$ cat src/hw/cache_pkg.sv
package cache_pkg;

  // --------------------------------------------------
  // Cache geometry
  // --------------------------------------------------
  localparam int unsigned LINE_SIZE  = 4;     // Bytes per line.
  localparam int unsigned CACHE_SIZE = 1024;  // Capacity in bytes.
  localparam int unsigned LINE_NUM   = CACHE_SIZE / LINE_SIZE;
  localparam int unsigned OFFSET_W   = $clog2(LINE_SIZE);
  localparam int unsigned SET_W      = $clog2(LINE_NUM);
  localparam int unsigned TAG_W      = 32 - SET_W - OFFSET_W;

  // --------------------------------------------------
  // Enums
  // --------------------------------------------------
  typedef enum logic {
    OP_LOAD,
    OP_STORE
  } cache_op_e;

  typedef enum logic [2:0] {
    ST_INIT,    // Invalidate sweep after reset.
    ST_IDLE,
    ST_LOOKUP,
    ST_WB,      // Dirty victim goes out to memory.
    ST_REFILL,  // Waiting for the load data.
    ST_FILL,
    ST_RESP
  } ctrl_state_e;

  // --------------------------------------------------
  // Bundles
  // --------------------------------------------------
  typedef struct packed {
    cache_op_e   op;
    logic [31:0] addr;
    logic [31:0] wdata;
  } cpu_req_t;

  typedef struct packed {
    logic [31:0] rdata;
    logic        hit;
  } cpu_resp_t;

  typedef struct packed {
    logic [31:0] addr;   // Always line aligned.
    logic [31:0] wdata;
  } mem_req_t;

  // One word of the tag RAM. The pad keeps the entry a full 32-bit word.
  typedef struct packed {
    logic [7:0]       pad;
    logic             dirty;
    logic             valid;
    logic [TAG_W-1:0] tag;
  } tag_entry_t;

  typedef struct packed {
    logic [31:0] addr;
    logic [31:0] data;
    logic        valid;
    logic        dirty;
  } line_write_t;

endpackage

$ cat src/hw/cache_ctrl.sv
`timescale 1ns/1ps

module cache_ctrl (
  input  logic                        clk,
  input  logic                        arst_n,
  input  logic                        req,
  input  cache_pkg::cpu_req_t         req_data,
  output logic                        busy,
  output logic                        resp_valid,
  output cache_pkg::cpu_resp_t        resp_data,
  output logic [31:0]                 lookup_addr,
  output logic                        wr_en,
  output cache_pkg::line_write_t      wr,
  input  logic                        hit,
  input  logic                        valid,
  input  logic                        dirty,
  input  logic [cache_pkg::TAG_W-1:0] victim_tag,
  input  logic [31:0]                 rdata,
  output logic                        mem_rd,
  output logic                        mem_wr,
  output cache_pkg::mem_req_t         mem_req,
  input  logic                        mem_ack,
  input  logic [31:0]                 mem_rdata
);

  cache_pkg::ctrl_state_e state;
  cache_pkg::ctrl_state_e state_d;

  logic [cache_pkg::SET_W-1:0] init_cnt;
  logic                        reread;

  cache_pkg::cpu_req_t req_q;
  logic                hit_q;
  logic [31:0]         rdata_q;

  logic accept;       // Take a new request from the core.
  logic take_lookup;  // Keep the lookup result.
  logic take_mem;     // Keep the refill word.
  logic issue_wr;
  logic issue_rd;

  logic        is_store;
  logic        open_for_req;
  logic [31:0] line_addr;
  logic [31:0] wb_addr;
  logic [31:0] init_addr;
  logic [31:0] line_data;

  // --------------------------------------------------
  // Address and data helpers
  // --------------------------------------------------
  assign is_store     = (req_q.op == cache_pkg::OP_STORE);
  assign open_for_req = (state == cache_pkg::ST_IDLE) || (state == cache_pkg::ST_RESP);

  assign line_addr = {req_q.addr[31:cache_pkg::OFFSET_W], {cache_pkg::OFFSET_W{1'b0}}};

  // The victim shares the set of the request, only its tag differs.
  assign wb_addr = {victim_tag,
                    req_q.addr[cache_pkg::OFFSET_W +: cache_pkg::SET_W],
                    {cache_pkg::OFFSET_W{1'b0}}};

  assign init_addr = {{cache_pkg::TAG_W{1'b0}}, init_cnt, {cache_pkg::OFFSET_W{1'b0}}};

  // A store brings its own word. A load gets it from the cache or from memory.
  assign line_data = is_store ? req_q.wdata : rdata_q;

  // --------------------------------------------------
  // Next state
  // --------------------------------------------------
  always_comb begin
    state_d     = state;
    accept      = 1'b0;
    take_lookup = 1'b0;
    take_mem    = 1'b0;
    issue_wr    = 1'b0;
    issue_rd    = 1'b0;
    case (state)
      cache_pkg::ST_INIT: begin
        if (&init_cnt) begin
          state_d = cache_pkg::ST_IDLE;
        end
      end
      cache_pkg::ST_IDLE: begin
        if (req) begin
          accept  = 1'b1;
          state_d = cache_pkg::ST_LOOKUP;
        end
      end
      cache_pkg::ST_LOOKUP: begin
        // After a store hit the RAM port was busy, so the read is done again.
        if (!reread) begin
          take_lookup = 1'b1;
          if (hit) begin
            state_d = cache_pkg::ST_RESP;
          end else if (valid && dirty) begin
            issue_wr = 1'b1;
            state_d  = cache_pkg::ST_WB;
          end else if (!is_store) begin
            issue_rd = 1'b1;
            state_d  = cache_pkg::ST_REFILL;
          end else begin
            state_d = cache_pkg::ST_FILL;
          end
        end
      end
      cache_pkg::ST_WB: begin
        if (mem_ack) begin
          if (is_store) begin
            state_d = cache_pkg::ST_FILL;  // Whole-line store, no refill.
          end else begin
            issue_rd = 1'b1;
            state_d  = cache_pkg::ST_REFILL;
          end
        end
      end
      cache_pkg::ST_REFILL: begin
        if (mem_ack) begin
          take_mem = 1'b1;
          state_d  = cache_pkg::ST_FILL;
        end
      end
      cache_pkg::ST_FILL: begin
        state_d = cache_pkg::ST_RESP;
      end
      cache_pkg::ST_RESP: begin
        if (req) begin
          accept  = 1'b1;
          state_d = cache_pkg::ST_LOOKUP;
        end else begin
          state_d = cache_pkg::ST_IDLE;
        end
      end
      default: begin
        state_d = cache_pkg::ST_INIT;
      end
    endcase
  end

  always_ff @(posedge clk or negedge arst_n) begin
    if (!arst_n) begin
      state    <= cache_pkg::ST_INIT;
      init_cnt <= '0;
      reread   <= 1'b0;
      mem_rd   <= 1'b0;
      mem_wr   <= 1'b0;
    end else begin
      state  <= state_d;
      mem_rd <= issue_rd;  // One-cycle pulses.
      mem_wr <= issue_wr;
      reread <= accept && wr_en;
      if (state == cache_pkg::ST_INIT) begin
        init_cnt <= init_cnt + 1'b1;
      end
    end
  end

  always_ff @(posedge clk) begin
    if (accept) begin
      req_q <= req_data;
    end
    if (take_lookup) begin
      hit_q   <= hit;
      rdata_q <= rdata;
    end
    if (take_mem) begin
      rdata_q <= mem_rdata;
    end
    if (issue_wr) begin
      mem_req <= '{addr: wb_addr, wdata: rdata};
    end
    if (issue_rd) begin
      mem_req.addr <= line_addr;
    end
  end

  // --------------------------------------------------
  // Outputs
  // --------------------------------------------------
  assign busy        = !open_for_req;
  assign resp_valid  = (state == cache_pkg::ST_RESP);
  assign resp_data   = '{rdata: line_data, hit: hit_q};
  assign lookup_addr = open_for_req ? req_data.addr : req_q.addr;

  assign wr_en = (state == cache_pkg::ST_INIT) ||
                 (state == cache_pkg::ST_FILL) ||
                 ((state == cache_pkg::ST_RESP) && is_store && hit_q);

  // The sweep writes invalid entries. Otherwise the line of the latched request is written.
  always_comb begin
    wr.addr  = (state == cache_pkg::ST_INIT) ? init_addr : line_addr;
    wr.data  = (state == cache_pkg::ST_INIT) ? '0 : line_data;
    wr.valid = (state != cache_pkg::ST_INIT);
    wr.dirty = (state != cache_pkg::ST_INIT) && is_store;
  end

endmodule

$ cat config.mk
export PLATFORM = sky130hd
export DESIGN_NAME = cache_ctrl
export DESIGN_NICKNAME = d
export VERILOG_FILES = /design/src/hw/cache_pkg.sv /design/src/hw/cache_ctrl.sv
export SDC_FILE = /design/constraint.sdc
export NUM_CORES = 1
export LEC_CHECK = 0
export ABC_CLOCK_PERIOD_IN_PS = 9700
export BUFFER_PORTS_ARGS = -buffer_cell sky130_fd_sc_hd__buf_2
export CAP_MARGIN = 10
export CELL_PAD_IN_SITES_DETAIL_PLACEMENT = 1
export CELL_PAD_IN_SITES_GLOBAL_PLACEMENT = 1
export CORE_ASPECT_RATIO = 0.7
export CORE_UTILIZATION = 39
export DETAILED_ROUTE_END_ITERATION = 16
export PLACE_DENSITY_LB_ADDON = 0.1
export SLEW_MARGIN = 10
export SYNTH_ARGS = -nofsm -noshare
export SYNTH_HDL_FRONTEND = slang
export SYNTH_SLANG_ARGS = --single-unit
export TNS_END_PERCENT = 5
$ cat constraint.sdc
create_clock -name clk -period 9.7 [get_ports clk]
set_input_delay 1.94 -clock clk [delete_from_list [all_inputs] [get_ports clk]]
set_output_delay 1.94 -clock clk [all_outputs]
set_load 0.01 [all_outputs]
==> impl_metrics.tcl <==
set metrics [dict create \
    status "finished clean" \
    synth_area_per_cell_sq_um 15.6 \
    synthArstFlopShare_pct 8.05 \
    netlist_instances 482 \
    vias 5341 \
    finClkSkew_ns 0.0133 \
    synth_ff_type "edfxtp_1" \
    grt_remaining_overflow 0 \
    hold_depth 1 \
    routedWlPerCell_um 19.8 \
    cts_hold_buf 0 \
    regArea_sq_um 5150 \
    hpwl_mm 15.6 \
    max-slew-margin-rel_pct 22.4 \
    ys_warn_count 0 \
    placed_area_sq_um 9500 \
    dieWidth_um 168 \
    max_slew.worst_pin.slew_ns 1.16 \
    cts-root-buf "clkbuf_16" \
    grt_start_max_net_pins 67 \
    drive_gt1_share_pct 58.4 \
    htree_levels 4 \
    die_area_sq_um 19900 \
    cts.clk_slew.worst_paths_ns 0.06 \
    power-per-cell-area_nw_per_um2 279 \
    critPathKind "flip-flop to output pin" \
    num_io_pins 358 \
    rr_worst_depth 3 \
    rsz0062_at_grt "no" \
    end_kind "output pin" \
    required_ns 7.76 \
    period_share_pct 51.7 \
    drt_first_pass_iters 4 \
    totalPowerFinal_mw 2.82 \
    drt_wl_total_mm 21.6 \
    cts_tree "built" \
    multi_input_area_sq_um 2220 \
    hold_viol 0 \
    rows 42 \
    final_cell_area_sq_um 10100 \
    cts_buffer_depth 2 \
    core-area_sq_um 18900 \
    post-route-drc-count 0 \
    hp-class "flip-flop to flip-flop" \
    first_global_vias 5715 \
    drt_first_iter_violations 243 \
    ctsResizeCount 0 \
    cap_violations 0 \
    drv_slew 0 \
    syn_area_sq_um 7520 \
    viasPerCell 4.90 \
    grt_pass1_wl_mm 33.0 \
    vdd_drop_max_mv 0.106 \
    ys_ff_latch 174 \
    insertion_delay_ns 0.43 \
    crit_fanout 66 \
    synth_edf_count 160 \
    layout_common_cells "353 x buf_2, 160 x edfxtp_1, 96 x mux2_2, 63 x and2_1, 33 x nand2_1" \
    cts_buffers 17 \
    syn_to_final_growth_pct 34.4 \
    p_leak_nw 4.25 \
    fill_cells 2014 \
    die_h_um 118 \
    r2r_slack_ns 6.52 \
    cts_sinks 174 \
    crit_path_start_kind "flip-flop" \
    ys_seq_area_share_pct 68.5 \
    final_nets 988 \
    fmax_mhz 199 \
    antenna_found_initial 4 \
    arrival_ns 3.07 \
    finalSetupViolCount 0 \
    cts_setup_buffers 0 \
    final_common_cell "buf_2" \
    antenna_left 0 \
    fin_crit_ns 5.01 \
    ys_types 39 \
    place.gp.congestion 0.819 \
    io_buffer_count 353 \
    start_util_pct 39.8 \
    grtUsageTotal_pct 22.3 \
    setup_tns_ns 0 \
]
## synthesized netlist by cell type, drive strengths merged (2+ instances only)
cell type	instances	area share (%)
a21oi	4	0.27
dfrtp	14	4.7
nand4	4	0.33
clkbuf	13	0.65
nor3	3	0.35
and3	3	0.25
nand2b	5	0.42
o21ai	2	0.18
nand3	3	0.20
xor2	2	0.23
and2	64	5.3
mux2	96	14
nand2	33	1.6
a31oi	3	0.25
xnor2	5	0.58
a22o	22	2.6
buf	19	1.4
nor2	6	0.30
edfxtp	160	64
inv	6	0.30
## stage by stage
stage               hold slack (ns)  cells  util [%]  setup slack [ns]
CTS                           0.514   1084      53.4              4.62
floorplan                     0.463    485         -              5.54
global route                  0.531   1087      53.4              4.46
finish                        0.504   1090      53.5              4.69
global placement              0.499   1052      50.2              5.23
detailed placement            0.506   1052      50.2              5.13
## final timing paths
kind | end | from
worst min register to register | init_cnt[6] | init_cnt[6]
min in group asynchronous | reread | arst_n
worst max-delay path | wr[0] | state[2]
max in group asynchronous | init_cnt[0] | arst_n
worst max register to register | req_q[19] | state[0]
worst min-delay path | init_cnt[6] | init_cnt[6]
## worst max-delay path: stages, from the launching register on
cell and delay [ns]:
dfrtp_1 0.55, nor3_2 0.87, inv_2 0.66, and2_1 0.37, buf_2 0.13
## routing by layer
metal | GRT usage [%] | wire [um] | vias up
met5 | 0 | 0 | -
met4 | 7.00 | 299 | 0
met3 | 6.53 | 1350 | 19
met2 | 39.5 | 11400 | 191
met1 | 26.0 | 8550 | 2640
li1 | - | - | 2491
## layout make-up
cell class              instances  share of cell area [%]
inverters                       6                   0.223
clock inverters                15                    1.68
diodes                          6                   0.148
multi-input cells             273                    22.0
well taps                     242                    2.99
clock buffers                  17                    4.21
repair buffers                357                    17.8
flip-flops and latches        174                    51.0
## state kept, by name (all words and copies together) (netlist names)
| name | flops |
|---|---|
| req_q | 34 |
| mem_req | 62 |
| mem_rd | 1 |
| is_store | 1 |
| init_cnt | 8 |
| rdata_q | 32 |
| state | 3 |
| mem_wr | 1 |
| line_addr | 30 |
| reread | 1 |
| hit_q | 1 |
## logic make-up after synthesis
kind of cell               after synthesis  share of synthesized area (%)
other                                    1                         0.0499
buffers and inverters                   38                           2.40
AOI/OAI and AO/OA                       38                           4.17
muxes                                   97                           14.5
and+or+nand+nor                        126                           9.36
adders and majority gates                1                          0.166
xor gates and xnor gates                 7                          0.815
DFF                                    174                           68.5
## power by group
| group | switching (mW) | internal, mW |
|---|---|---|
| Clock | 0.295 | 0.404 |
| Sequential | 0.0838 | 1.01 |
| Combinational | 0.587 | 0.449 |
Note: power is estimated with default switching activity, not from simulation.
